**config.mk**
```make
export PLATFORM = sky130hd
export DESIGN_NAME = stream_addr_gen
export DESIGN_NICKNAME = d
export VERILOG_FILES = /design/src/stream_pkg.sv /design/src/stream_addr_gen.sv
export VERILOG_INCLUDE_DIRS = /design/src
export SDC_FILE = /design/constraint.sdc
export NUM_CORES = 1
export LEC_CHECK = 0
export ABC_AREA = 1
export BUFFER_PORTS_ARGS = -buffer_cell sky130_fd_sc_hd__buf_2
export CAP_MARGIN = 40
export CELL_PAD_IN_SITES_DETAIL_PLACEMENT = 0
export CELL_PAD_IN_SITES_GLOBAL_PLACEMENT = 2
export CORE_AREA = 5 5 169 171
export CTS_BUF_LIST = sky130_fd_sc_hd__clkbuf_4 sky130_fd_sc_hd__clkbuf_8
export DETAILED_ROUTE_END_ITERATION = 8
export DIE_AREA = 0 0 174 176
export PLACE_DENSITY_LB_ADDON = 0.1
export SYNTH_ARGS = -nofsm -noshare
export SYNTH_HDL_FRONTEND = slang
export SYNTH_SLANG_ARGS = --single-unit
```
**constraint.sdc**
```tcl
create_clock -name clk_i -period 6.65 [get_ports clk_i]
set_clock_uncertainty 0.05 [all_clocks]
set_input_delay 0.3325 -clock clk_i [delete_from_list [all_inputs] [get_ports clk_i]]
set_output_delay 0.3325 -clock clk_i [all_outputs]
set_load 0.02 [all_outputs]
```
**src/stream_consts.svh**
```systemverilog
// width, depth and size macros of the 2-D read streamer
`ifndef STREAM_CONSTS_SVH
`define STREAM_CONSTS_SVH

// stream side
`define STREAM_DW 32 // output beat width

// memory side
`define MEM_DW 64 // one read returns two words
`define ADDR_W 32 // byte address width

// pattern counters, words per line and lines
`define CNT_W 16

// scratchpad size in 32-bit words
`define MEM_WORDS 1024

// word index width of the scratchpad, derived from its size
`define MEM_AW ($clog2(`MEM_WORDS))

// byte offsets kept between grant and read data
`define OFS_FIFO_DEPTH 4

`endif
```
**src/stream_pkg.sv**
```systemverilog
// shared types: pattern config, status, memory port, stream beat, address view, FSM states
`default_nettype none
`include "stream_consts.svh"

package stream_pkg;

  typedef struct packed {
    logic [`ADDR_W-1:0] base;           // first byte, may be misaligned
    logic [`CNT_W-1:0]  words_per_line; // 32-bit beats per line
    logic [`ADDR_W-1:0] line_stride;    // bytes between line starts
    logic [`CNT_W-1:0]  lines;          // number of lines
  } pattern_cfg_t;

  typedef struct packed {
    logic busy;     // transfer in progress
    logic done;     // end of transfer, one cycle
    logic gen_done; // last address taken
  } stream_status_t;

  typedef struct packed {
    logic               req;
    logic [`ADDR_W-1:0] addr; // always word aligned
  } mem_req_t;

  typedef struct packed {
    logic               gnt;
    logic               r_valid; // one cycle after gnt
    logic [`MEM_DW-1:0] r_data;  // word at addr in the low half
  } mem_rsp_t;

  typedef struct packed {
    logic                  valid;
    logic [`STREAM_DW-1:0] data;
  } beat_t;

  // byte address split into word index and byte lane
  typedef struct packed {
    logic [`ADDR_W-3:0] word;
    logic [1:0]         offset;
  } word_ofs_t;

  typedef union packed {
    logic [`ADDR_W-1:0] flat;  // plain byte address
    word_ofs_t          split; // word index and offset
  } byte_addr_u;

  typedef enum logic [1:0] {
    IDLE,    // waiting for start
    WORKING, // addresses still coming
    DRAIN    // generator done, last data in flight
  } src_state_e;

endpackage

`default_nettype wire

```
**src/stream_addr_gen.sv**
```systemverilog
// two-dimensional address generator, one byte address per taken request
`default_nettype none
`include "stream_consts.svh"

module stream_addr_gen (
  input  logic                     clk_i,
  input  logic                     rst_ni,
  input  logic                     start_i,
  input  stream_pkg::pattern_cfg_t cfg_i,
  input  logic                     addr_take_i,
  output stream_pkg::byte_addr_u   addr_o,
  output logic                     addr_valid_o,
  output logic                     gen_done_o
);
  import stream_pkg::*;

  logic              running_q;
  logic              done_q;
  logic [`CNT_W-1:0] word_cnt_q;
  logic [`CNT_W-1:0] line_cnt_q;
  byte_addr_u        addr_q;      // address on offer
  byte_addr_u        line_base_q; // start of current line
  byte_addr_u        next_line;
  logic              last_word;
  logic              last_line;
  logic              empty_pattern;
  logic              advance;

  assign empty_pattern = (cfg_i.words_per_line == '0) || (cfg_i.lines == '0);
  assign last_word     = (word_cnt_q == cfg_i.words_per_line - 1'b1);
  assign last_line     = (line_cnt_q == cfg_i.lines - 1'b1);
  assign advance       = running_q && addr_take_i;

  // stride added in whole words, byte lane of base kept
  always_comb begin
    next_line.split.word   = line_base_q.split.word + cfg_i.line_stride[`ADDR_W-1:2];
    next_line.split.offset = line_base_q.split.offset;
  end

  always_ff @(posedge clk_i or negedge rst_ni) begin
    if (!rst_ni) begin
      running_q  <= 1'b0;
      done_q     <= 1'b0;
      word_cnt_q <= '0;
      line_cnt_q <= '0;
    end else if (start_i) begin
      running_q  <= !empty_pattern;
      done_q     <= empty_pattern; // nothing to walk
      word_cnt_q <= '0;
      line_cnt_q <= '0;
    end else if (advance) begin
      if (!last_word) begin
        word_cnt_q <= word_cnt_q + 1'b1;
      end else if (!last_line) begin
        word_cnt_q <= '0;
        line_cnt_q <= line_cnt_q + 1'b1;
      end else begin
        running_q <= 1'b0; // last address gone
        done_q    <= 1'b1;
      end
    end
  end

  always_ff @(posedge clk_i) begin
    if (start_i) begin
      addr_q.flat      <= cfg_i.base;
      line_base_q.flat <= cfg_i.base;
    end else if (advance) begin
      if (!last_word) begin
        addr_q.split.word <= addr_q.split.word + 1'b1; // next word, same lane
      end else begin
        addr_q      <= next_line;
        line_base_q <= next_line;
      end
    end
  end

  assign addr_o       = addr_q;
  assign addr_valid_o = running_q;
  assign gen_done_o   = done_q;

endmodule

`default_nettype wire

```
==> results.sh <==
export IMPL_post_route_util_pct=39.1
export IMPL_tightest_slew_ns=0.825
export IMPL_holdWs_ns=-0.0263
export IMPL_area_growth_pct=12.8
export IMPL_max_freq_mhz=343
export IMPL_r2r_setup_slack_ns=3.73
export IMPL_finalHoldViolations=19
export IMPL_crit_path_end="addr_o[18]"
export IMPL_grt_pass1_wl_um=47800
export IMPL_cpLargestDelayFamily="simple AND/OR/NAND/NOR gates"
export IMPL_power_per_cell_area_mw_per_mm2=176
export IMPL_synth_area_leaders="edfxtp_1 (21%), nand2_1 (18%), dfrtp_1 (9.2%)"
export IMPL_rows=60
export IMPL_rr_endpoint="addr_o[18]"
export IMPL_netlist_instances=1399
export IMPL_pre_cts_ws_ns=3.35
export IMPL_hp_class="input pin to asynchronous set/reset pin"
export IMPL_antenna_cells_inserted=0
export IMPL_ys_async_sr_fraction_pct=34.7
export IMPL_syn_area_per_cell_sq_um=6.62
export IMPL_fin_total_pwr_mw=1.83
export IMPL_dp_cells=1844
export IMPL_numCtsBuffers=9
export IMPL_intPower_mw=1.12
export IMPL_vias_per_cell=4.86
export IMPL_dieArea_sq_mm=0.0306
export IMPL_cp_slowest_cell="fa_1"
export IMPL_switching_share_pct=38.8
export IMPL_critical_path_max_stage_delay_ns=0.47
export IMPL_portBuffers=131
export IMPL_post_cts_setup_buffers=0
export IMPL_crit_top_cell="nand2_1"
export IMPL_leakage_nw=5.03
export IMPL_violations="negative hold slack"
export IMPL_holdBufCountCts=0
export IMPL_tns_ns=0
export IMPL_synth_edf_count=64
export IMPL_ios=134
export IMPL_ys_seq_area_share_pct=29.9
export IMPL_ys_ff_latch=98
export IMPL_yosysTopAreaCellShare_pct=20.8
export IMPL_dpl_instance_area_sq_mm=0.0102
export IMPL_clk_pin_slew_ns=0.12
export IMPL_layout_nets=1649
export IMPL_synth_warning_count=0
export IMPL_yosys_area_top_type="edfxtp_1"
export IMPL_path_max_fanout=4
export IMPL_synth_distinct_cells=46
export IMPL_vias=9037
export IMPL_final_cell_mix="nand2_1 (449), nor2_1 (152), inv_1 (145), buf_2 (130), nand3_1 (123)"
export IMPL_die_h_um=176
export IMPL_cp_depth=14
export IMPL_r2r_start="line_base_q[2]"
export IMPL_clk_latency_ns=0.38
export IMPL_synth_nets=1534
export IMPL_crit_path_start_kind="flop"
export IMPL_root_buffer="clkbuf_8"
export IMPL_r2r_cells=14
export IMPL_peakVddDrop_mv=0.113
export IMPL_cts_htree_levels=3
export IMPL_pwr_share_clk_pct=23.2
export IMPL_ys_flop_type="edfxtp_1"
export IMPL_antenna_found_initial=0
export IMPL_track_usage_pct=19.4
export IMPL_first_global_vias=9160
export IMPL_crit_path_cell_trace="ha_1 > fa_1 > nand3_1 > nand3_1 > nand2_1 > o211ai_1 > nand2_1 > nand2_1 > nand2_1 > nand2_1 > xor2_1 > nand2_1 > o211ai_1 > nand2_1"
export IMPL_slew_headroom_pct=44.8
export IMPL_rsz0062_at_grt="no"
export IMPL_cp_data_required_time_ns=6.72
export IMPL_setup_viol=0
export IMPL_overflow=0
export IMPL_drtAntennaViolNets=0
export IMPL_die_x_um=174
export IMPL_grt_max_degree=55
export IMPL_combPwrFrac_pct=34.0
export IMPL_startpoint="line_base_q[2]"
export IMPL_cts_tree="built"
export IMPL_final_common_cell="nand2_1"
export IMPL_clock_sinks=98
export IMPL_setup_worst_path_end_class="flop"
export IMPL_drv_slew=0
export IMPL_post_cts_resized=0
export IMPL_worstSetupPathType="flop to flop"
export IMPL_min_period_ns=2.92
export IMPL_finalNonFillerCells=1860
export IMPL_drive_gt1_share_pct=13.0
export IMPL_status="complete, but fails checks"
export IMPL_final_setup_worst_slack_ns=3.73
export IMPL_finalInstanceArea_sq_mm=0.0104
export IMPL_wl_per_cell_um=16.1
export IMPL_cap_violations=0
export IMPL_first_iter_violations=464
export IMPL_place_gp_congestion=0.874
export IMPL_synth_area_sq_mm=0.00926
export IMPL_drt_pass1_iter_count=5
export IMPL_start_util_pct=34.6
export IMPL_drc=0
export IMPL_routed_wirelength_um=29900
export IMPL_switchingPower_mw=0.711
export IMPL_post_route_period_util_pct=43.9
export IMPL_power_frac_seq_pct=42.8
export IMPL_core_area_sq_mm=0.0267
export IMPL_worstPathArrival_ns=2.99
export IMPL_cts_path_max_buffers=2
export IMPL_crit_buf_inv=0
export IMPL_post_dp_hpwl_um=24500
[power by group through the flow]
stage | Combinational [mW] | Sequential (mW) | Clock [mW]
6_report | 0.624 | 0.785 | 0.425
2_1_floorplan | 0.391 | 0.813 | 0
3_3_place_gp | 0.626 | 0.800 | 0
3_5_place_dp | 0.625 | 0.799 | 0
4_1_cts | 0.630 | 0.786 | 0.429
5_1_grt | 0.707 | 0.794 | 0.452
[flip-flops by register name, summed over array words and instances, names as in the netlist]
register and count:
word_cnt_q 16, line_cnt_q 16, gen_done_o 1, line_base_q 32, addr_valid_o 1, addr_o 32
[cell usage after synthesis (6+ instances only)]
cell type and n:
edfxtp_1 64, xnor2_1 42, nand3_1 123, o21ai_0 75, clkbuf_1 16, inv_1 145, nand3b_1 15, dfrtp_1 34
or2_2 8, xor2_1 43, ha_1 34, a21oi_1 41, nand4_1 46, nor3_1 24, nand2_1 449, inv_2 7
buf_2 6, nor2_1 153, nor2_2 11, o211ai_1 10
[metal layers]
| metal | global-route usage [%] | up-vias | share of wire [%] |
|---|---|---|---|
| met4 | 5.11 | 0 | 2.2 |
| met2 | 35.5 | 147 | 50 |
| li1 | - | 4823 | - |
| met1 | 24.5 | 4033 | 45 |
| met3 | 1.73 | 34 | 2.6 |
| met5 | 0 | - | 0 |
[area by class of cell]
class / instances / area (sq um)
clock buffer: 9 / 124
clock inverter: 7 / 82.6
fill: 3008 / 16300
inverter: 152 / 571
multi-input combinational: 1118 / 5770
sequential: 98 / 2770
tap: 341 / 427
timing repair buffer: 135 / 701
[cells by family (layout without fill, tap and decap cells)]
family | Yosys count | in the layout | synth area share [%]
and+or+nand+nor | 857 | 857 | 40.8
DFF | 98 | 98 | 29.9
AOI/OAI and AO/OA | 140 | 140 | 8.32
buffers and inverters | 183 | 303 | 7.82
adders and majority gates | 35 | 35 | 4.81
xor gates and xnor gates | 86 | 86 | 8.28
[how the worst min path moves through the flow]
stage | from | endpoint | slack (ns) | cells after the start
finish | rst_ni | word_cnt_q[3] | -0.03 | 1
CTS | rst_ni | word_cnt_q[2] | 0.02 | 1
global route | rst_ni | word_cnt_q[2] | 0.04 | 1
floorplan | rst_ni | addr_valid_o | -0.01 | 0
detailed placement | rst_ni | word_cnt_q[2] | 0.43 | 1
global placement | rst_ni | word_cnt_q[3] | 0.42 | 1
No activity file was read; power rests on OpenSTA's default activity.
