### src/stream_consts.svh
// width, depth and size macros of the 2-D read streamer
`ifndef STREAM_CONSTS_SVH
`define STREAM_CONSTS_SVH

// stream side
`define STREAM_DW 32 // output beat width

// memory side
`define MEM_DW 64 // one read returns two words
`define ADDR_W 32 // byte address width

// pattern counters, words per line and lines
`define CNT_W 16

// scratchpad size in 32-bit words
`define MEM_WORDS 1024

// word index width of the scratchpad, derived from its size
`define MEM_AW ($clog2(`MEM_WORDS))

// byte offsets kept between grant and read data
`define OFS_FIFO_DEPTH 4

`endif
### src/stream_pkg.sv
// shared types: pattern config, status, memory port, stream beat, address view, FSM states
`default_nettype none
`include "stream_consts.svh"

package stream_pkg;

  typedef struct packed {
    logic [`ADDR_W-1:0] base;           // first byte, may be misaligned
    logic [`CNT_W-1:0]  words_per_line; // 32-bit beats per line
    logic [`ADDR_W-1:0] line_stride;    // bytes between line starts
    logic [`CNT_W-1:0]  lines;          // number of lines
  } pattern_cfg_t;

  typedef struct packed {
    logic busy;     // transfer in progress
    logic done;     // end of transfer, one cycle
    logic gen_done; // last address taken
  } stream_status_t;

  typedef struct packed {
    logic               req;
    logic [`ADDR_W-1:0] addr; // always word aligned
  } mem_req_t;

  typedef struct packed {
    logic               gnt;
    logic               r_valid; // one cycle after gnt
    logic [`MEM_DW-1:0] r_data;  // word at addr in the low half
  } mem_rsp_t;

  typedef struct packed {
    logic                  valid;
    logic [`STREAM_DW-1:0] data;
  } beat_t;

  // byte address split into word index and byte lane
  typedef struct packed {
    logic [`ADDR_W-3:0] word;
    logic [1:0]         offset;
  } word_ofs_t;

  typedef union packed {
    logic [`ADDR_W-1:0] flat;  // plain byte address
    word_ofs_t          split; // word index and offset
  } byte_addr_u;

  typedef enum logic [1:0] {
    IDLE,    // waiting for start
    WORKING, // addresses still coming
    DRAIN    // generator done, last data in flight
  } src_state_e;

endpackage

`default_nettype wire

### src/stream_source.sv
// source streamer: FSM, memory requests, byte-offset FIFO, skid register, realignment, beat count
`default_nettype none
`include "stream_consts.svh"

module stream_source (
  input  logic                     clk_i,
  input  logic                     rst_ni,
  input  logic                     start_i,
  input  stream_pkg::pattern_cfg_t cfg_i,
  input  stream_pkg::byte_addr_u   addr_i,
  input  logic                     addr_valid_i,
  input  logic                     gen_done_i,
  output logic                     addr_take_o,
  output stream_pkg::mem_req_t     mem_req_o,
  input  stream_pkg::mem_rsp_t     mem_rsp_i,
  output stream_pkg::beat_t        out_o,
  input  logic                     out_ready_i,
  output logic                     done_o
);
  import stream_pkg::*;

  localparam int unsigned OFS_PTR_W = $clog2(`OFS_FIFO_DEPTH);
  localparam int unsigned TOT_W     = 2 * `CNT_W;
  localparam logic [OFS_PTR_W-1:0] OFS_LAST = OFS_PTR_W'(`OFS_FIFO_DEPTH - 1);

  src_state_e state_q;
  src_state_e state_d;

  logic       req;
  logic       fire;
  byte_addr_u req_addr;

  logic [1:0]           ofs_mem_q [`OFS_FIFO_DEPTH];
  logic [OFS_PTR_W-1:0] ofs_wptr_q;
  logic [OFS_PTR_W-1:0] ofs_rptr_q;
  logic [OFS_PTR_W:0]   ofs_cnt_q;
  logic                 ofs_full;
  logic                 ofs_empty;
  logic [1:0]           ofs_head;

  logic               skid_valid_q;
  logic [`MEM_DW-1:0] skid_data_q;
  logic [`MEM_DW-1:0] rd_word;
  logic [`MEM_DW-1:0] rd_shifted;
  logic               beat_valid;
  logic               beat_fire;

  logic [TOT_W-1:0] beat_cnt_q;
  logic [TOT_W-1:0] beat_total;
  logic             cnt_clr;

  // only ask when returned data has a place to land
  assign req = (state_q != IDLE) && addr_valid_i && out_ready_i && !skid_valid_q && !ofs_full;

  always_comb begin
    req_addr             = addr_i;
    req_addr.split.offset = 2'b00; // word aligned to memory
  end

  assign mem_req_o.req  = req;
  assign mem_req_o.addr = req_addr.flat;
  assign fire           = req && mem_rsp_i.gnt;
  assign addr_take_o    = fire; // generator steps next cycle

  // byte offset of every granted read
  assign ofs_full  = (ofs_cnt_q == `OFS_FIFO_DEPTH);
  assign ofs_empty = (ofs_cnt_q == '0);
  assign ofs_head  = ofs_mem_q[ofs_rptr_q];

  always_ff @(posedge clk_i) begin
    if (fire) begin
      ofs_mem_q[ofs_wptr_q] <= addr_i.split.offset;
    end
  end

  always_ff @(posedge clk_i or negedge rst_ni) begin
    if (!rst_ni) begin
      ofs_wptr_q <= '0;
      ofs_rptr_q <= '0;
      ofs_cnt_q  <= '0;
    end else begin
      if (fire) begin
        ofs_wptr_q <= (ofs_wptr_q == OFS_LAST) ? '0 : ofs_wptr_q + 1'b1;
      end
      if (beat_fire) begin
        ofs_rptr_q <= (ofs_rptr_q == OFS_LAST) ? '0 : ofs_rptr_q + 1'b1;
      end
      case ({fire, beat_fire})
        2'b10:   ofs_cnt_q <= ofs_cnt_q + 1'b1;
        2'b01:   ofs_cnt_q <= ofs_cnt_q - 1'b1;
        default: ; // both or none
      endcase
    end
  end

  // read data straight from memory, else parked copy
  assign beat_valid = mem_rsp_i.r_valid || skid_valid_q;
  assign beat_fire  = beat_valid && out_ready_i;
  assign rd_word    = mem_rsp_i.r_valid ? mem_rsp_i.r_data : skid_data_q;
  assign rd_shifted = rd_word >> {ofs_head, 3'b000}; // drop leading bytes

  assign out_o.valid = beat_valid;
  assign out_o.data  = rd_shifted[`STREAM_DW-1:0];

  always_ff @(posedge clk_i or negedge rst_ni) begin
    if (!rst_ni) begin
      skid_valid_q <= 1'b0;
    end else if (mem_rsp_i.r_valid && !out_ready_i) begin
      skid_valid_q <= 1'b1; // sink stalled, park the word
    end else if (skid_valid_q && out_ready_i) begin
      skid_valid_q <= 1'b0;
    end
  end

  always_ff @(posedge clk_i) begin
    if (mem_rsp_i.r_valid && !out_ready_i) begin
      skid_data_q <= mem_rsp_i.r_data;
    end
  end

  assign beat_total = TOT_W'(cfg_i.words_per_line) * TOT_W'(cfg_i.lines);

  always_ff @(posedge clk_i or negedge rst_ni) begin
    if (!rst_ni) begin
      beat_cnt_q <= '0;
    end else if (cnt_clr) begin
      beat_cnt_q <= '0;
    end else if (beat_fire) begin
      beat_cnt_q <= beat_cnt_q + 1'b1;
    end
  end

  always_comb begin
    state_d = state_q;
    done_o  = 1'b0;
    cnt_clr = 1'b0;
    case (state_q)
      IDLE: begin
        if (start_i) begin
          state_d = WORKING;
          cnt_clr = 1'b1; // fresh count per transfer
        end
      end
      WORKING: begin
        if (gen_done_i) begin
          state_d = DRAIN;
        end
      end
      DRAIN: begin
        if ((beat_cnt_q == beat_total) && ofs_empty) begin // no read in flight
          state_d = IDLE;
          done_o  = 1'b1;
        end
      end
      default: state_d = IDLE;
    endcase
  end

  always_ff @(posedge clk_i or negedge rst_ni) begin
    if (!rst_ni) begin
      state_q <= IDLE;
    end else begin
      state_q <= state_d;
    end
  end

endmodule

`default_nettype wire

### config.mk
export PLATFORM = sky130hd
export DESIGN_NAME = stream_source
export DESIGN_NICKNAME = d
export VERILOG_FILES = /design/src/stream_pkg.sv /design/src/stream_source.sv
export VERILOG_INCLUDE_DIRS = /design/src
export SDC_FILE = /design/constraint.sdc
export NUM_CORES = 1
export LEC_CHECK = 0
export ABC_AREA = 1
export BUFFER_PORTS_ARGS = -buffer_cell sky130_fd_sc_hd__buf_2
export CORE_AREA = 4 4 187 153
export DETAILED_ROUTE_END_ITERATION = 16
export DIE_AREA = 0 0 191 157
export PLACE_DENSITY = 0.95
export SYNTH_ARGS = -nofsm -noshare
export SYNTH_HDL_FRONTEND = slang
export SYNTH_SLANG_ARGS = --single-unit
### constraint.sdc
create_clock -name clk_i -period 14.75 [get_ports clk_i]
set_input_delay 0.7375 -clock clk_i [delete_from_list [all_inputs] [get_ports clk_i]]
set_output_delay 0.7375 -clock clk_i [all_outputs]
set_load 0.01 [all_outputs]
==> impl_metrics.json <==
{
  "clk-insertion-delay-late_ns": 0.36,
  "dieArea_um2": 30000,
  "synthArstFlopShare": 0.396,
  "cts.clk_slew.worst_paths_ns": 0.07,
  "fin_worst_hold_slack_ns": 0.490,
  "grt_first_pass_wirelength_um": 66900,
  "place_worst_setup_slack_ns": 7.38,
  "synth_area_um2": 15900,
  "setup_fix_buffers_added_after_clock_tree_synthesis": 0,
  "min_from": "state_q[1]",
  "clock_tree.htree_level_count": 3,
  "rsz_0062_raised_after_global_routing": "no",
  "antenna_found_initial": 1,
  "vias": 14000,
  "fraction_of_the_cycle_the_final_worst_path_needs": 0.507,
  "regToRegEndpoint": "beat_cnt_q[31]",
  "grt_util_all_layers": 0.272,
  "timing.final.crit_period_ns": 7.47,
  "start_util": 0.591,
  "whs_endpoint": "state_q[0]",
  "ctsHoldBuffers": 0,
  "holdCritPathClass": "register to register",
  "initial_detailed_routing_violation_count": 1110,
  "post_route_cells_drive_above_1_share": 0.0836,
  "worst-endpoint-arrival_ns": 6.73,
  "cts_sinks": 106,
  "synth-edff-count": 64,
  "outcome": "finished clean",
  "synth_flop_cell": "sky130_fd_sc_hd__edfxtp_1",
  "syn_avg_cell_area_um2": 7.42,
  "port_buffers": 133,
  "tightest_slew_ns": 1.12,
  "final-hold-violation-count": 0,
  "drcViolationCount": 0,
  "synth-seq-area-share": 0.187,
  "min_delay_path_depth": 1,
  "final_setup_violation_count": 0,
  "timing.rr.start": "state_q[0]",
  "cts_repair_resize_count": 0,
  "fillCellCount": 2261,
  "root_buffer": "sky130_fd_sc_hd__clkbuf_16",
  "average_detailed_routed_wire_length_per_instance_um": 15.8,
  "grt_max_degree": 60,
  "finish.net_count": 2666,
  "final_critical_path_setup_slack_ns": 7.28,
  "finalSetupTns_ns": 0,
  "worst_setup_path_end_kind": "output port",
  "detail_route.wirelength_um": 39900,
  "tritoncts": "built",
  "rows": 54,
  "yosys_warnings": 0,
  "die_width_um": 191,
  "r2r_cells": 12,
  "hpwl_after_detailed_placement_um": 32700,
  "globalplace.congestion": 0.982,
  "worst-path-max-fanout": 16,
  "area_growth_syn_to_layout_pct": 5.33,
  "i_o_pins": 268,
  "number_of_buffers_created_by_cts": 9,
  "detail_route.vias_per_cell": 5.52,
  "ys_ff_latch": 106,
  "clk_path_buf_depth": 2,
  "drt_first_pass_iters": 5,
  "first_global_vias": 14300,
  "design.core.area_um2": 26800,
  "clock-skew-final_ns": 0.00855,
  "pins_over_their_slew_limit": 0,
  "critical_path_required_ns": 14.01,
  "crit_type": "primary input to output port",
  "grt_overflow_total": 0,
  "final_antenna_net_count": 0,
  "maxClockFrequency_ghz": 0.134,
  "die-height_um": 157,
  "cp-start-kind": "primary input",
  "maxSlewHeadroom": 0.255,
  "max_cap_violations": 0,
  "netlist_instances": 2138,
  "yosysUniqueCellTypes": 46,
  "antennaDiodeCount": 0,
  "ff_to_ff_setup_slack_ns": 11.83
}
[layout by cell type, fill, tap and decap left out, types with 2 or more instances in the layout]
cell type and n:
sky130_fd_sc_hd__inv_8 4, sky130_fd_sc_hd__or2_2 2, sky130_fd_sc_hd__nand3_2 2, sky130_fd_sc_hd__fa_1 195, sky130_fd_sc_hd__dfrtp_1 42, sky130_fd_sc_hd__a21o_1 2, sky130_fd_sc_hd__a31oi_1 2, sky130_fd_sc_hd__inv_1 455
sky130_fd_sc_hd__inv_2 6, sky130_fd_sc_hd__o21ai_1 5, sky130_fd_sc_hd__mux2i_1 39, sky130_fd_sc_hd__nand2_2 6, sky130_fd_sc_hd__clkinv_1 2, sky130_fd_sc_hd__buf_2 133, sky130_fd_sc_hd__nand4_1 17, sky130_fd_sc_hd__a21oi_1 54
sky130_fd_sc_hd__edfxtp_1 64, sky130_fd_sc_hd__nor4_1 2, sky130_fd_sc_hd__xnor2_1 12, sky130_fd_sc_hd__nor2_2 3, sky130_fd_sc_hd__nor2_1 122, sky130_fd_sc_hd__nor2_4 3, sky130_fd_sc_hd__nor3_1 10, sky130_fd_sc_hd__nor3_2 4
sky130_fd_sc_hd__buf_4 4, sky130_fd_sc_hd__and2_1 4, sky130_fd_sc_hd__nand2_1 631, sky130_fd_sc_hd__and3_1 2, sky130_fd_sc_hd__o211ai_1 3, sky130_fd_sc_hd__ha_1 111, sky130_fd_sc_hd__o21ai_0 82, sky130_fd_sc_hd__nand3b_1 7
sky130_fd_sc_hd__xor2_1 28, sky130_fd_sc_hd__conb_1 2, sky130_fd_sc_hd__clkbuf_16 9, sky130_fd_sc_hd__o31ai_1 3, sky130_fd_sc_hd__nand3_1 83
[critical path, stage by stage]
cell                       delay (ns)
sky130_fd_sc_hd__buf_2           0.34
sky130_fd_sc_hd__nand2_1         0.15
sky130_fd_sc_hd__fa_1            0.53
sky130_fd_sc_hd__fa_1            0.61
sky130_fd_sc_hd__fa_1            0.48
sky130_fd_sc_hd__fa_1            0.57
sky130_fd_sc_hd__fa_1            0.43
sky130_fd_sc_hd__fa_1            0.50
sky130_fd_sc_hd__inv_1           0.05
sky130_fd_sc_hd__ha_1            0.40
sky130_fd_sc_hd__nand2_1         0.14
sky130_fd_sc_hd__nor2_1          0.39
sky130_fd_sc_hd__nand3_1         0.13
sky130_fd_sc_hd__nand3b_1        0.28
sky130_fd_sc_hd__or2_2           0.17
sky130_fd_sc_hd__nand2_1         0.04
sky130_fd_sc_hd__nor2_1          0.16
sky130_fd_sc_hd__nand4_1         0.10
sky130_fd_sc_hd__nor2_1          0.13
sky130_fd_sc_hd__nand3_1         0.13
sky130_fd_sc_hd__nor2_1          0.11
sky130_fd_sc_hd__buf_2           0.13
[logic make-up (layout without fill, tap and decap cells)]
family | count (synthesis) | count (layout) | share of synthesized area
compound gates | 155 | 155 | 0.0511
xor+xnor | 40 | 40 | 0.0221
fa+ha+maj | 306 | 306 | 0.334
buf+inv | 589 | 615 | 0.148
flops | 106 | 106 | 0.187
mux | 39 | 39 | 0.0246
other cells | 1 | 2 | 0.000236
simple gates | 902 | 902 | 0.233
[cell usage after synthesis, types with 2 or more instances]
library cell               number  share of area
sky130_fd_sc_hd__a21o_1         2        0.00095
sky130_fd_sc_hd__a21oi_1       54          0.017
sky130_fd_sc_hd__a31oi_1        2        0.00079
sky130_fd_sc_hd__and2_1         4         0.0016
sky130_fd_sc_hd__and3_1         2        0.00079
sky130_fd_sc_hd__buf_1          2        0.00047
sky130_fd_sc_hd__buf_2          7         0.0022
sky130_fd_sc_hd__buf_4         34          0.016
sky130_fd_sc_hd__clkbuf_1      82          0.019
sky130_fd_sc_hd__clkbuf_2       2        0.00063
sky130_fd_sc_hd__dfrtp_1       42          0.066
sky130_fd_sc_hd__edfxtp_1      64           0.12
sky130_fd_sc_hd__fa_1         195           0.25
sky130_fd_sc_hd__ha_1         111          0.088
sky130_fd_sc_hd__inv_1        455           0.11
sky130_fd_sc_hd__inv_2          6         0.0014
sky130_fd_sc_hd__mux2i_1       39          0.025
sky130_fd_sc_hd__nand2_1      631           0.15
sky130_fd_sc_hd__nand2_2        6         0.0024
sky130_fd_sc_hd__nand3_1       83          0.026
sky130_fd_sc_hd__nand3_2        2         0.0013
sky130_fd_sc_hd__nand3b_1       7         0.0033
sky130_fd_sc_hd__nand4_1       17         0.0067
sky130_fd_sc_hd__nor2_1       123          0.029
sky130_fd_sc_hd__nor2_2         3         0.0012
sky130_fd_sc_hd__nor2_4         2         0.0014
sky130_fd_sc_hd__nor3_1        10         0.0032
sky130_fd_sc_hd__nor3_2         4         0.0025
sky130_fd_sc_hd__nor4_1         2        0.00079
sky130_fd_sc_hd__o211ai_1       3         0.0014
sky130_fd_sc_hd__o21ai_0       82          0.026
sky130_fd_sc_hd__o21ai_1        5         0.0016
sky130_fd_sc_hd__o31ai_1        3         0.0014
sky130_fd_sc_hd__or2_2          2        0.00079
sky130_fd_sc_hd__xnor2_1       12         0.0066
sky130_fd_sc_hd__xor2_1        28          0.015
[registers in the layout, summed over array words and instances (netlist names)]
signal / count
ofs_wptr_q: 2
ofs_rptr_q: 2
ofs_cnt_q: 3
beat_cnt_q: 32
state_q: 2
skid_valid_q: 1
skid_data_q: 56
ofs_mem_q: 8
[metrics by stage]
stage               utilization  instances  cell area [um2]
CTS                       0.623       2529            16700
finish                    0.623       2529            16700
global placement          0.612       2513            16400
global route              0.623       2529            16700
detailed placement        0.612       2513            16400
floorplan                     -       2139            15900
[routing by layer]
layer	wire length, um	GRT usage	vias up
met4	1390	0.0920	2
met5	13	0	-
met1	15300	0.341	6629
li1	-	-	6452
met3	3890	0.0630	118
met2	19400	0.470	752
[cell type report]
class	count	area, um2	share of cell area
clock inverters	7	66.3	0.00397
inverters	462	1730	0.104
clock buffers	9	225	0.0135
repair buffers	137	696	0.0416
flip-flops and latches	106	2970	0.178
well taps	364	455	0.0273
multi-input cells	1444	10600	0.632
[how the worst max path moves through the flow]
stage	start	endpoint	slack, ns
floorplan	cfg_i[62]	done_o	8.09
global placement	cfg_i[61]	done_o	7.43
detailed placement	cfg_i[61]	done_o	7.38
CTS	cfg_i[61]	done_o	7.37
global route	cfg_i[60]	done_o	6.95
finish	cfg_i[61]	done_o	7.28
Power is left out: the tool's default activity adds up to more than one toggle a clock period on the data nets, which glitch-free logic cannot reach.
