<file path="src/stream_consts.svh">
// width, depth and size macros of the 2-D read streamer
`ifndef STREAM_CONSTS_SVH
`define STREAM_CONSTS_SVH

// stream side
`define STREAM_DW 32 // output beat width

// memory side
`define MEM_DW 64 // one read returns two words
`define ADDR_W 32 // byte address width

// pattern counters, words per line and lines
`define CNT_W 16

// scratchpad size in 32-bit words
`define MEM_WORDS 1024

// word index width of the scratchpad, derived from its size
`define MEM_AW ($clog2(`MEM_WORDS))

// byte offsets kept between grant and read data
`define OFS_FIFO_DEPTH 4

`endif
</file>
<file path="src/stream_pkg.sv">
// shared types: pattern config, status, memory port, stream beat, address view, FSM states
`default_nettype none
`include "stream_consts.svh"

package stream_pkg;

  typedef struct packed {
    logic [`ADDR_W-1:0] base;           // first byte, may be misaligned
    logic [`CNT_W-1:0]  words_per_line; // 32-bit beats per line
    logic [`ADDR_W-1:0] line_stride;    // bytes between line starts
    logic [`CNT_W-1:0]  lines;          // number of lines
  } pattern_cfg_t;

  typedef struct packed {
    logic busy;     // transfer in progress
    logic done;     // end of transfer, one cycle
    logic gen_done; // last address taken
  } stream_status_t;

  typedef struct packed {
    logic               req;
    logic [`ADDR_W-1:0] addr; // always word aligned
  } mem_req_t;

  typedef struct packed {
    logic               gnt;
    logic               r_valid; // one cycle after gnt
    logic [`MEM_DW-1:0] r_data;  // word at addr in the low half
  } mem_rsp_t;

  typedef struct packed {
    logic                  valid;
    logic [`STREAM_DW-1:0] data;
  } beat_t;

  // byte address split into word index and byte lane
  typedef struct packed {
    logic [`ADDR_W-3:0] word;
    logic [1:0]         offset;
  } word_ofs_t;

  typedef union packed {
    logic [`ADDR_W-1:0] flat;  // plain byte address
    word_ofs_t          split; // word index and offset
  } byte_addr_u;

  typedef enum logic [1:0] {
    IDLE,    // waiting for start
    WORKING, // addresses still coming
    DRAIN    // generator done, last data in flight
  } src_state_e;

endpackage

`default_nettype wire

</file>
<file path="src/streamer_regs.sv">
// pattern registers on a write-strobe bus, start pulse, busy flag and done status pulse
`default_nettype none
`include "stream_consts.svh"

module streamer_regs (
  input  logic                     clk_i,
  input  logic                     rst_ni,
  input  logic                     reg_we_i,
  input  logic [2:0]               reg_addr_i,
  input  logic [31:0]              reg_wdata_i,
  input  logic                     src_done_i,
  output stream_pkg::pattern_cfg_t cfg_o,
  output logic                     start_o,
  output logic                     busy_o,
  output logic                     done_o
);
  import stream_pkg::*;

  localparam logic [2:0] REG_BASE   = 3'd0;
  localparam logic [2:0] REG_WPL    = 3'd1;
  localparam logic [2:0] REG_STRIDE = 3'd2;
  localparam logic [2:0] REG_LINES  = 3'd3;
  localparam logic [2:0] REG_START  = 3'd4;

  pattern_cfg_t cfg_q;
  logic         start_wr;
  logic         start_q;
  logic         busy_q;
  logic         done_q;

  assign start_wr = reg_we_i && (reg_addr_i == REG_START) && !busy_q; // dropped while busy

  // pattern fields, frozen while a transfer runs
  always_ff @(posedge clk_i) begin
    if (reg_we_i && !busy_q) begin
      case (reg_addr_i)
        REG_BASE:   cfg_q.base           <= reg_wdata_i;
        REG_WPL:    cfg_q.words_per_line <= reg_wdata_i[`CNT_W-1:0];
        REG_STRIDE: cfg_q.line_stride    <= reg_wdata_i;
        REG_LINES:  cfg_q.lines          <= reg_wdata_i[`CNT_W-1:0];
        default: ; // start and unused offsets
      endcase
    end
  end

  always_ff @(posedge clk_i or negedge rst_ni) begin
    if (!rst_ni) begin
      start_q <= 1'b0;
      busy_q  <= 1'b0;
      done_q  <= 1'b0;
    end else begin
      start_q <= start_wr;   // single pulse
      done_q  <= src_done_i; // status pulse, one cycle late
      if (start_wr) begin
        busy_q <= 1'b1;
      end else if (src_done_i) begin
        busy_q <= 1'b0;      // drops together with done_o
      end
    end
  end

  assign cfg_o   = cfg_q;
  assign start_o = start_q;
  assign busy_o  = busy_q;
  assign done_o  = done_q;

endmodule

`default_nettype wire

</file>
<file path="config.mk">
export PLATFORM = sky130hd
export DESIGN_NAME = streamer_regs
export DESIGN_NICKNAME = d
export VERILOG_FILES = /design/src/stream_pkg.sv /design/src/streamer_regs.sv
export VERILOG_INCLUDE_DIRS = /design/src
export SDC_FILE = /design/constraint.sdc
export NUM_CORES = 1
export LEC_CHECK = 0
export ABC_AREA = 1
export BUFFER_PORTS_ARGS = -buffer_cell sky130_fd_sc_hd__buf_2
export CAP_MARGIN = 10
export CORE_MARGIN = 5
export CORE_UTILIZATION = 49
export DETAILED_ROUTE_END_ITERATION = 8
export GPL_ROUTABILITY_DRIVEN = 0
export PLACE_DENSITY = 0.83
export SLEW_MARGIN = 15
export SYNTH_ARGS = -nofsm -noshare
export SYNTH_HDL_FRONTEND = slang
export SYNTH_SLANG_ARGS = --single-unit
</file>
<file path="constraint.sdc">
create_clock -name clk_i -period 6.8 [get_ports clk_i]
set_input_delay 1.36 -clock clk_i [delete_from_list [all_inputs] [get_ports clk_i]]
set_output_delay 1.36 -clock clk_i [all_outputs]
set_load 0.005 [all_outputs]
</file>
==> results of run 1 <==
[flip-flops by register name, summed over array words and instances, names as in the netlist]
register,flops
cfg_o,96
busy_o,1
done_o,1
start_o,1
[worst max-delay path by stage]
stage	slack, ns	start	to	cells after the start
4_1_cts	4.19	reg_we_i	cfg_o[45]$_DFFE_PP_	5
3_5_place_dp	3.82	reg_we_i	cfg_o[39]$_DFFE_PP_	5
3_3_place_gp	3.89	reg_we_i	cfg_o[32]$_DFFE_PP_	5
2_1_floorplan	3.41	reg_addr_i[2]	cfg_o[64]$_DFFE_PP_	2
5_1_grt	4.06	reg_we_i	cfg_o[43]$_DFFE_PP_	5
6_report	4.22	reg_we_i	cfg_o[36]$_DFFE_PP_	5
[report_power, final]
group	internal [W]	leakage, nW	switching [W]
registers	0.000681	0.910	0.00000282
clock network	0.000167	0.0951	0.000178
logic	0.0000154	0.599	0.0000226
[Yosys cell counts]
cell type / number
nand2_1: 5
nor2_1: 6
nand3_1: 1
or2_1: 1
edfxtp_1: 96
inv_1: 5
dfrtp_1: 3
[per-layer routing]
layer / share of wire, % / GRT usage (%) / vias up
li1: - / - / 747
met3: 11 / 4.93 / 4
met5: 0 / 0 / -
met2: 52 / 27.3 / 85
met4: 0.37 / 6.59 / 0
met1: 36 / 17.7 / 750
[area by class of cell]
| type | count | area (um^2) | share of cell area [%] |
|---|---|---|---|
| inverter | 5 | 18.8 | 0.468 |
| tap | 75 | 93.8 | 2.34 |
| sequential | 99 | 2960 | 73.7 |
| clock buffer | 10 | 128 | 3.18 |
| timing repair buffer | 137 | 686 | 17.1 |
| multi-input combinational | 13 | 72.6 | 1.81 |
| clock inverter | 6 | 56.3 | 1.40 |
[through the flow]
stage / instance area [um^2] / power, W / utilization (%)
detailed placement: 3830 / 0.000737 / 64.3
finish: 4010 / 0.00107 / 67.4
floorplan: 3030 / 0.000706 / -
global placement: 3830 / 0.000735 / 64.3
global route: 4010 / 0.00111 / 67.4
CTS: 4010 / 0.00108 / 67.4
[cells by family (layout without fill, tap and decap cells)]
logic type	count (synthesis)	count (layout)	share of synthesized area, %
flops	99	99	97.6
simple gates	13	13	1.73
buf+inv	5	158	0.620
[worst reg2reg max path, stage by stage (launching register included)]
cell and delay [ns]:
dfrtp_1 0.40, nor2_1 0.18, nand2_1 0.17, nor2_4 0.75
==> impl_results.md, run 1 <==
- Run status: finished, final reports clean
- Final routed wirelength across all metal layers: 6.14 mm
- Crit-path slowest cell: nor2_4
- Number of buffer and inverter stages on the critical path: 2
- Most used cells in the layout excluding fill and tap cells: 137 x buf_2, 96 x edfxtp_1, 9 x clkbuf_8
- Post-synthesis cell type count: 7
- Total vias in the final route: 1586
- Antenna violation net count after detailed routing: 0
- CP peak stage delay: 0.75 ns
- H-tree depth: 3
- Final critical-path share of the clock period: 38.0%
- Global-route wire length before repair: 8.65 mm
- Clk_lat worst skew: 0.34 ns
- Endpoint with the worst hold slack: busy_o$_DFFE_PN0P_
- Share of synthesized area occupied by flip-flops and latches: 97.6%
- Height of the die: 88.6 um
- Number of detailed-route iterations in the first pass: 4
- Fin worst setup slack: 4.22 ns
- RSZ-0062 raised after global routing: no
- Highest fanout seen on the critical path: 32
- Max Transition Viols Final: 0
- Min cycle time layout: 2.58 ns
- Top cells by area, synth: edfxtp_1 95%, dfrtp_1 2.5%, nor2_1 0.74%, inv_1 0.62%, nand2_1 0.62%
- Final-stage net count: 304
- Worst R2R Path Depth: 3
- Worst Skew: 0.00308 ns
- Placement Setup Slack: 3.82 ns
- Setup TNS after final layout: 0 ns
- Endpoint required time on the critical path: 6.76 ns
- Nature of the critical path endpoint: register
- Yosys top cell area share: 95.2%
- Count of instances resized after the clock tree is built: 0
- Number of hold-repair buffers added at the cts stage: 0
- Crit path cell chain: buf_2 -> inv_1 -> nor2_1 -> nand2_1 -> nor2_4
- Worst r2r dst: cfg_o[36]$_DFFE_PP_
- Tightest Pin Transition: 0.946 ns
- Static Leak: 1.60 nW
- Post-CTS repair timing setup buffer count: 0
- WS Path Type: in2reg
- Number of design-rule violations left by the first detailed-router iteration: 43
- Number of top-level pins: 138
- Number of placed cells counting well taps: 329
- Drt via density: 4.60
- Pin count of the biggest net entering global routing: 33
- Core region area: 5960 um^2
- Overflow left after global routing: 0
- Sinks on the clock net: 99
- Total track usage: 15.6%
- Root buffer cell: clkbuf_8
- Maximum vdd drop: 0.141 mV
- Min-delay worst type: reg2reg
- Clock tree from TritonCTS: built
- Area of the die: 7850 um^2
- Number of synthesized register bits: 99
- Vias in the first global route: 1617
- Share of final-layout standard cells stronger than drive strength 1: 57.0%
- Setup slack of the most critical reg-to-reg path: 4.91 ns
- Synth area leader: edfxtp_1
- Net Count, Synth: 156
- Reported max-cap violation count: 0
- Inserted Clock Buffers: 9
- Highest Clock Rate: 0.387 GHz
- Initial antenna violation count: 0
- Number of cells traversed by the worst hold path: 2
- Most common cell after layout, fill and taps aside: buf_2
- Setup violators final: 0
- Power per standard cell area: 266 nW/um^2
- Clk pin slew, worst setup/hold paths: 0.08 ns
- Die outline width: 88.6 um
- Growth of design area from synthesis to finish: 32.5%
- Number of diodes added for antenna fixing: 0
- Number of instances in the synthesized netlist: 117
- Count of non-filler cells in the finished layout: 345
- Type of element launching the critical path: primary input
- Yosys synthesis warning count: 0
- Critical path's top delay family: simple AND/OR/NAND/NOR gates
- Startpoint of the worst hold path: busy_o$_DFFE_PN0P_
- Syn avg cell area: 25.9 um^2
- Count of endpoints failing hold in the final timing report: 0
- Arrival time of data at the critical path endpoint: 2.54 ns
- Residual DRC: 0
- Initial core utilization: 50.9%
- CTS Buffer Depth: 2
- Hold Slack: 0.524 ns
- Post-synthesis instance area: 3030 um^2
- Count of port buffers added during placement: 137
- Row count: 28
- HPWL reported at the end of detailed placement: 4.47 mm
- Routed wirelength normalized by instance count: 17.8 um
- Slew Limit Headroom: 36.8%
- R2R Path Start: busy_o$_DFFE_PN0P_
- Filler cell count in the final layout: 387
(Power assumes the default switching activity.)
==> run 2, diff against run 1 <==
--- a/config.mk
+++ b/config.mk
@@ -10,10 +10,10 @@
 export BUFFER_PORTS_ARGS = -buffer_cell sky130_fd_sc_hd__buf_2
 export CAP_MARGIN = 10
 export CORE_MARGIN = 5
-export CORE_UTILIZATION = 49
+export CORE_UTILIZATION = 41
 export DETAILED_ROUTE_END_ITERATION = 8
 export GPL_ROUTABILITY_DRIVEN = 0
-export PLACE_DENSITY = 0.83
+export PLACE_DENSITY = 0.74
 export SLEW_MARGIN = 15
 export SYNTH_ARGS = -nofsm -noshare
 export SYNTH_HDL_FRONTEND = slang
==> constraint.sdc (replaced) <==
create_clock -name clk_i -period 2.3 [get_ports clk_i]
set_input_delay 0.46 -clock clk_i [delete_from_list [all_inputs] [get_ports clk_i]]
set_output_delay 0.46 -clock clk_i [all_outputs]
set_load 0.005 [all_outputs]
==> impl_results.md, run 2 (same netlist as run 1, synthesis figures left out) <==
- Utilization after layout: 57.0% (-10 points)
- Crit-path slowest cell: dfrtp_1
- Total vias in the final route: 1613 (+1.7%)
- Static Leak: 1.64 nW (+1.9%)
- Met2 Use GR: 22.4% (-4.9 points)
- Antenna violation net count after detailed routing: 0 (unchanged)
- Power per standard cell area: 766 nW/um^2 (+190%)
- Root buffer cell: clkbuf_8
- Placement Setup Slack: 0.726 ns (-3.09 ns)
- Core region area: 7210 um^2 (+21%)
- Net switching power of the design: 0.000672 W (+230%)
- Cell-internal power: 0.00248 W (+190%)
- Design Power: 0.00315 W (+200%)
- Endpoint required time on the critical path: 2.35 ns (-4.41 ns)
- Max Transition Viols Final: 0 (unchanged)
- Crit path cell chain: nor2_1 -> nand2_1 -> nor2_4 -> buf_12
- Clk pin slew, worst setup/hold paths: 0.09 ns (about the same)
- Min-delay worst type: in2reg
- Highest fanout seen on the critical path: 32 (unchanged)
- Slew Limit Headroom: 84.0% (+47 points)
- Final critical-path share of the clock period: 61.9%
- Height of the die: 96.0 um (+8.3%)
- Total track usage: 12.9% (-2.7 points)
- Final routed wirelength across all metal layers: 6.13 mm (-0.11%)
- Initial antenna violation count: 0 (unchanged)
- Most common cell after layout, fill and taps aside: buf_2
- Pin count of the biggest net entering global routing: 33 (unchanged)
- Most congested layer reported by global routing: met2
- Number of detailed-route iterations in the first pass: 4 (unchanged)
- Number of top-level pins: 138 (unchanged)
- Sinks on the clock net: 99 (unchanged)
- RSZ-0062 raised after global routing: no
- Initial core utilization: 42.0% (-8.9 points)
- GR met3 Demand/Resource: 5.94% (+1.0 points)
- Count of port buffers added during placement: 137 (unchanged)
- Die outline width: 96.0 um (+8.3%)
- Switching share of power: 21.4% (+2.3 points)
- Overflow left after global routing: 0 (unchanged)
- Clock tree from TritonCTS: built
- Routed wirelength normalized by instance count: 16.4 um (-8.1%)
- Filler cell count in the final layout: 547 (+41%)
- Min cycle time layout: 1.42 ns
- Fin worst setup slack: 0.875 ns (-3.34 ns)
- Setup violators final: 0 (unchanged)
- H-tree depth: 3 (unchanged)
- Number of flip-flops in the largest register: 96 (unchanged)
- Fraction of power consumed by sequential logic: 64.2% (about the same)
- Nature of the critical path endpoint: register
- Reported max-cap violation count: 0 (unchanged)
- WS Path Type: reg2reg
- Met1 track demand over resource in global routing: 13.3% (-4.5 points)
- CP peak stage delay: 0.40 ns (-0.35 ns)
- Maximum vdd drop: 0.293 mV (+110%)
- Share of final-layout standard cells stronger than drive strength 1: 58.2% (+1.1 points)
- Count of endpoints failing hold in the final timing report: 0 (unchanged)
- HPWL reported at the end of detailed placement: 4.40 mm (-1.6%)
- Drt via density: 4.30 (-6.4%)
- Tightest Pin Transition: 0.240 ns (-0.707 ns)
- Global-route wire length before repair: 8.17 mm (-5.6%)
- Most used cells in the layout excluding fill and tap cells: 137 x buf_2, 96 x edfxtp_1, 9 x clkbuf_8
- Residual DRC: 0 (unchanged)
- Worst Skew: 0.00649 ns (+0.00341 ns)
- Number of design-rule violations left by the first detailed-router iteration: 34 (-21%)
- Arrival time of data at the critical path endpoint: 1.48 ns (-1.06 ns)
- Combinational share of power: 3.8% (+0.2 points)
- Final-stage net count: 309 (+1.6%)
- Post-CTS repair timing setup buffer count: 0 (unchanged)
- Type of element launching the critical path: register
- Inserted Clock Buffers: 9 (unchanged)
- Vias in the first global route: 1543 (-4.6%)
- Part of the total power dissipated in the clock network: 32.0% (-0.3 points)
- Growth of design area from synthesis to finish: 35.7%
- Highest Clock Rate: 0.702 GHz
- Area of the die: 9210 um^2 (+17%)
- Clk_lat worst skew: 0.35 ns (about the same)
- Run status: finished, final reports clean
- CTS Buffer Depth: 2 (unchanged)
- Row count: 31 (+11%)
-- run 2: final cells by class --
class	count	area (um^2)	area share (%)
Inverter	5	18.8	0.456
Tap cell	99	124	3.01
Timing Repair Buffer	142	751	18.3
Multi-Input combinational cell	13	72.6	1.77
Antenna cell	1	2.50	0.0609
Sequential cell	99	2960	71.9
Clock buffer	9	124	3.01
Clock inverter	7	61.3	1.49
-- run 2: power by group through the flow --
stage	Sequential, W	Combinational [W]	Clock (W)
2_1_floorplan	0.00207	0.0000183	0
3_3_place_gp	0.00206	0.000116	0
3_5_place_dp	0.00206	0.000119	0
4_1_cts	0.00202	0.000120	0.00103
5_1_grt	0.00203	0.000130	0.00112
6_report	0.00202	0.000118	0.00101
-- run 2: path summary, 6_finish.rpt --
| path | startpoint | end | slack (ns) | depth (start not counted) |
|---|---|---|---|---|
| max in group asynchronous | rst_ni | done_o$_DFF_PN0_ | 1.77 | 2 |
| min in group asynchronous | rst_ni | busy_o$_DFFE_PN0P_ | 0.42 | 2 |
| min reg2reg | busy_o$_DFFE_PN0P_ | busy_o$_DFFE_PN0P_ | 0.52 | 2 |
| max reg2reg | busy_o$_DFFE_PN0P_ | cfg_o[93]$_DFFE_PP_ | 0.88 | 4 |
| min | src_done_i | done_o$_DFF_PN0_ | 0.22 | 1 |
| max | busy_o$_DFFE_PN0P_ | cfg_o[93]$_DFFE_PP_ | 0.88 | 4 |
-- run 2: timing repair --
item | CTS | global route
hold buffers | 1 | 0
gates resized for setup | 0 | 0
hold endpoints to repair | 3 | 0
-- run 2: metrics by stage --
step           TNS [ns]  hold WS, ns  std cells  instance area [um^2]
5_1_grt               0        0.203        374                  4110
3_5_place_dp          0        0.257        357                  3910
3_3_place_gp          0        0.255        357                  3910
6_report              0        0.221        375                  4110
2_1_floorplan    -11.90        0.164        117                  3030
4_1_cts               0        0.200        374                  4110
-- run 2: metal layers --
layer	vias up	part of all wire, %
met2	93	50
met4	0	1.5
met1	755	37
met3	6	12
li1	759	-
met5	-	0
-- run 2: critical path: cells and delay by family (launching register included) --
| family | cells | cell delay (ns) |
|---|---|---|
| DFF | 1 | 0.40 |
| and+or+nand+nor | 3 | 0.49 |
| buffers and inverters | 1 | 0.21 |
==> run 3, diff against run 2 <==
--- a/config.mk
+++ b/config.mk
@@ -6,14 +6,14 @@
 export SDC_FILE = /design/constraint.sdc
 export NUM_CORES = 1
 export LEC_CHECK = 0
-export ABC_AREA = 1
+export ABC_AREA = 0
 export BUFFER_PORTS_ARGS = -buffer_cell sky130_fd_sc_hd__buf_2
 export CAP_MARGIN = 10
 export CORE_MARGIN = 5
-export CORE_UTILIZATION = 41
+export CORE_UTILIZATION = 46
 export DETAILED_ROUTE_END_ITERATION = 8
 export GPL_ROUTABILITY_DRIVEN = 0
-export PLACE_DENSITY = 0.74
+export PLACE_DENSITY = 0.79
 export SLEW_MARGIN = 15
 export SYNTH_ARGS = -nofsm -noshare
 export SYNTH_HDL_FRONTEND = slang
==> constraint.sdc (replaced) <==
create_clock -name clk_i -period 1.4 [get_ports clk_i]
set_input_delay 0.28 -clock clk_i [delete_from_list [all_inputs] [get_ports clk_i]]
set_output_delay 0.28 -clock clk_i [all_outputs]
set_load 0.005 [all_outputs]
==> impl_results.md, run 3 <==
- Total track usage: 15.6% (+2.8 points)
- Max Transition Viols Final: 0 (unchanged)
- Dominant synthesized flop cell: edfxtp_1
- Endpoint with the worst hold slack: done_o$_DFF_PN0_
- Hold Slack: 0.0535 ns (-0.168 ns)
- Height of the die: 91.3 um (-4.9%)
- Most repeated cell in the gate-level netlist after synthesis: edfxtp_1
- Power per standard cell area: 1280 nW/um^2 (+67%)
- Min-delay worst type: in2reg
- H-tree depth: 3 (unchanged)
- Worst Skew: 0.00989 ns (+0.00340 ns)
- Async S/R FF share, synth: 3.03% (unchanged)
- CTS Buffer Depth: 2 (unchanged)
- Violated checks: setup timing
- Initial core utilization: 47.6% (+5.6 points)
- Row count: 29 (-6.5%)
- Total vias in the final route: 1698 (+5.3%)
- Highest Clock Rate: 0.629 GHz (-10%)
- Final-stage net count: 312 (+0.97%)
- Setup violators final: 96 (+96)
- Count of non-filler cells in the finished layout: 355 (-5.3%)
- Root buffer cell: clkbuf_8
- Startpoint of the worst hold path: src_done_i
- Routed wirelength normalized by instance count: 18.4 um (+12%)
- Worst R2R Path Depth: 3 (-1)
- Most common cell after layout, fill and taps aside: buf_2
- Fraction of power consumed by sequential logic: 60.6% (-3.6 points)
- Top cells by area, synth: edfxtp_1 95%, dfrtp_1 2.5%, nor3b_2 0.82%, or3b_4 0.37%, a32o_1 0.33%
- Fin worst setup slack: -0.191 ns (-1.07 ns)
- R2R Path Start: busy_o$_DFFE_PN0P_
- Sinks on the clock net: 99 (unchanged)
- Number of design-rule violations left by the first detailed-router iteration: 79 (+130%)
- Post-synthesis instance area: 3040 um^2 (+0.33%)
- WS Path Type: reg2reg
- Residual DRC: 0 (unchanged)
- Slew Limit Headroom: 85.9% (+1.9 points)
- Synth area leader: edfxtp_1
- Design Power: 0.00548 W (+74%)
- Initial antenna violation count: 0 (unchanged)
- Number of instances in the synthesized netlist: 109 (-6.8%)
- Clk_lat worst skew: 0.34 ns (about the same)
- Final critical-path share of the clock period: 114% (+52 points)
- Share of synthesized area occupied by flip-flops and latches: 97.3% (-0.32 points)
- Arrival time of data at the critical path endpoint: 1.64 ns (+0.16 ns)
- Vias in the first global route: 1812 (+17%)
- Number of synthesized register bits: 99 (unchanged)
- Global-route wire length before repair: 9.98 mm (+22%)
- Number of top-level pins: 138 (unchanged)
- Switching share of power: 19.3% (-2.1 points)
- Number of synthesized flops with an enable pin: 96 (unchanged)
- Inserted Clock Buffers: 9 (unchanged)
- Area of the die: 8330 um^2 (-9.5%)
- Nature of the critical path endpoint: register
- Growth of design area from synthesis to finish: 40.8%
- Clk pin slew, worst setup/hold paths: 0.09 ns (about the same)
- Yosys top cell area share: 94.9% (-0.31 points)
- Most used cells in the layout excluding fill and tap cells: 137 x buf_2, 96 x edfxtp_1, 9 x clkbuf_8
- Number of detailed-route iterations in the first pass: 4 (unchanged)
- Endpoint required time on the critical path: 1.45 ns (-0.90 ns)
- Count of endpoints failing hold in the final timing report: 0 (unchanged)
- Run status: finished with violations
- Syn avg cell area: 27.9 um^2 (+7.7%)
- Number of diodes added for antenna fixing: 0 (-1)
- Number of placed cells counting well taps: 333 (-6.7%)
- HPWL reported at the end of detailed placement: 4.67 mm (+6.1%)
- Combinational share of power: 4.3% (+0.5 points)
- Clock tree from TritonCTS: built
- Pin count of the biggest net entering global routing: 24 (-27%)
- Part of the total power dissipated in the clock network: 35.1% (+3.1 points)
- Final routed wirelength across all metal layers: 6.53 mm (+6.5%)
- Count of port buffers added during placement: 137 (unchanged)
- Overflow left after global routing: 0 (unchanged)
- Share of final-layout standard cells stronger than drive strength 1: 61.5% (+3.3 points)
- Reported max-cap violation count: 0 (unchanged)
- Core region area: 6390 um^2 (-11%)
- RSZ-0062 raised after global routing: yes
- Maximum vdd drop: 0.748 mV (+150%)
- Setup slack of the most critical reg-to-reg path: -0.19 ns (-1.07 ns)
- Die outline width: 91.3 um (-4.9%)
- Highest fanout seen on the critical path: 23 (-28%)
- Net Count, Synth: 148 (-5.1%)
- Ranking of synthesized cells by instance count: 96 x edfxtp_1, 3 x dfrtp_1, 2 x nor3b_2
- Min cycle time layout: 1.59 ns (+0.166 ns)
- Net switching power of the design: 0.00106 W (+57%)
- Antenna violation net count after detailed routing: 0 (unchanged)
- Tightest Pin Transition: 0.211 ns (-0.0287 ns)
- Drt via density: 4.78 (+11%)
- Worst r2r dst: cfg_o[41]$_DFFE_PP_
- Yosys synthesis warning count: 0 (unchanged)
- Cell-internal power: 0.00443 W (+79%)
- Number of flip-flops in the largest register: 96 (unchanged)
- Post-synthesis cell type count: 11 (+4)
- Number of cells traversed by the worst hold path: 1 (unchanged)
- Static Leak: 1.71 nW (+4.8%)
- Type of element launching the critical path: register
[run 3: per-layer routing]
layer / track usage [%] / share of wire (%) / vias up
met5: 0 / 0 / -
met4: 6.60 / 1.1 / 0
met3: 5.79 / 12 / 8
met2: 23.0 / 45 / 117
met1: 21.2 / 42 / 806
li1: - / - / 767
[run 3: cell families (layout without fill, tap and decap cells)]
logic type	after synthesis	in the layout	synth area share (%)
flops	99	99	97.3
simple gates	8	8	2.22
compound gates	1	1	0.329
buf+inv	1	170	0.123
[run 3: layout make-up]
| cell class | count | area [um^2] |
|---|---|---|
| Timing Repair Buffer | 153 | 903 |
| Fill cell | 440 | 2110 |
| Sequential cell | 99 | 2960 |
| Multi-Input combinational cell | 9 | 104 |
| Inverter | 1 | 3.75 |
| Clock buffer | 9 | 124 |
| Clock inverter | 7 | 88.8 |
| Tap cell | 77 | 96.3 |
[run 3: what timing repair did]
action	in CTS	in global routing
endpoints found under the setup margin	89	97
pin swaps	1	1
gates cloned	1	2
gates resized for setup	7	2
buffers inserted	3	2
endpoints found under the hold margin	3	0
hold buffers	1	0
[run 3: per-stage QoR]
stage	area [um^2]	setup TNS [ns]	util (%)	setup slack [ns]
6_report	4280	-12.36	67.0	-0.191
5_1_grt	4280	-17.14	67.0	-0.234
4_1_cts	4250	-13.86	66.5	-0.195
3_5_place_dp	3950	-15.12	61.9	-0.236
3_3_place_gp	3950	-13.99	61.9	-0.218
2_1_floorplan	3060	-52.18	-	-0.738
[run 3: power groups by stage]
stage / clock network, W / logic (W) / registers, W
3_3_place_gp: 0 / 0.000208 / 0.00339
3_5_place_dp: 0 / 0.000217 / 0.00339
6_report: 0.00192 / 0.000235 / 0.00332
5_1_grt: 0.00211 / 0.000258 / 0.00333
2_1_floorplan: 0 / 0.0000356 / 0.00340
4_1_cts: 0.00197 / 0.000233 / 0.00332
[run 3: worst max path at each step]
stage | start | endpoint | slack, ns
2_1_floorplan | busy_o$_DFFE_PN0P_ | cfg_o[16]$_DFFE_PP_ | -0.74
3_3_place_gp | reg_addr_i[2] | cfg_o[23]$_DFFE_PP_ | -0.22
3_5_place_dp | reg_addr_i[2] | cfg_o[37]$_DFFE_PP_ | -0.24
4_1_cts | busy_o$_DFFE_PN0P_ | cfg_o[41]$_DFFE_PP_ | -0.20
5_1_grt | busy_o$_DFFE_PN0P_ | cfg_o[68]$_DFFE_PP_ | -0.23
6_report | busy_o$_DFFE_PN0P_ | cfg_o[41]$_DFFE_PP_ | -0.19
[run 3: critical path, cell delays in order (launching register included)]
cell and delay (ns):
dfrtp_1 0.39, or3b_4 0.42, nor3b_4 0.26, buf_12 0.21
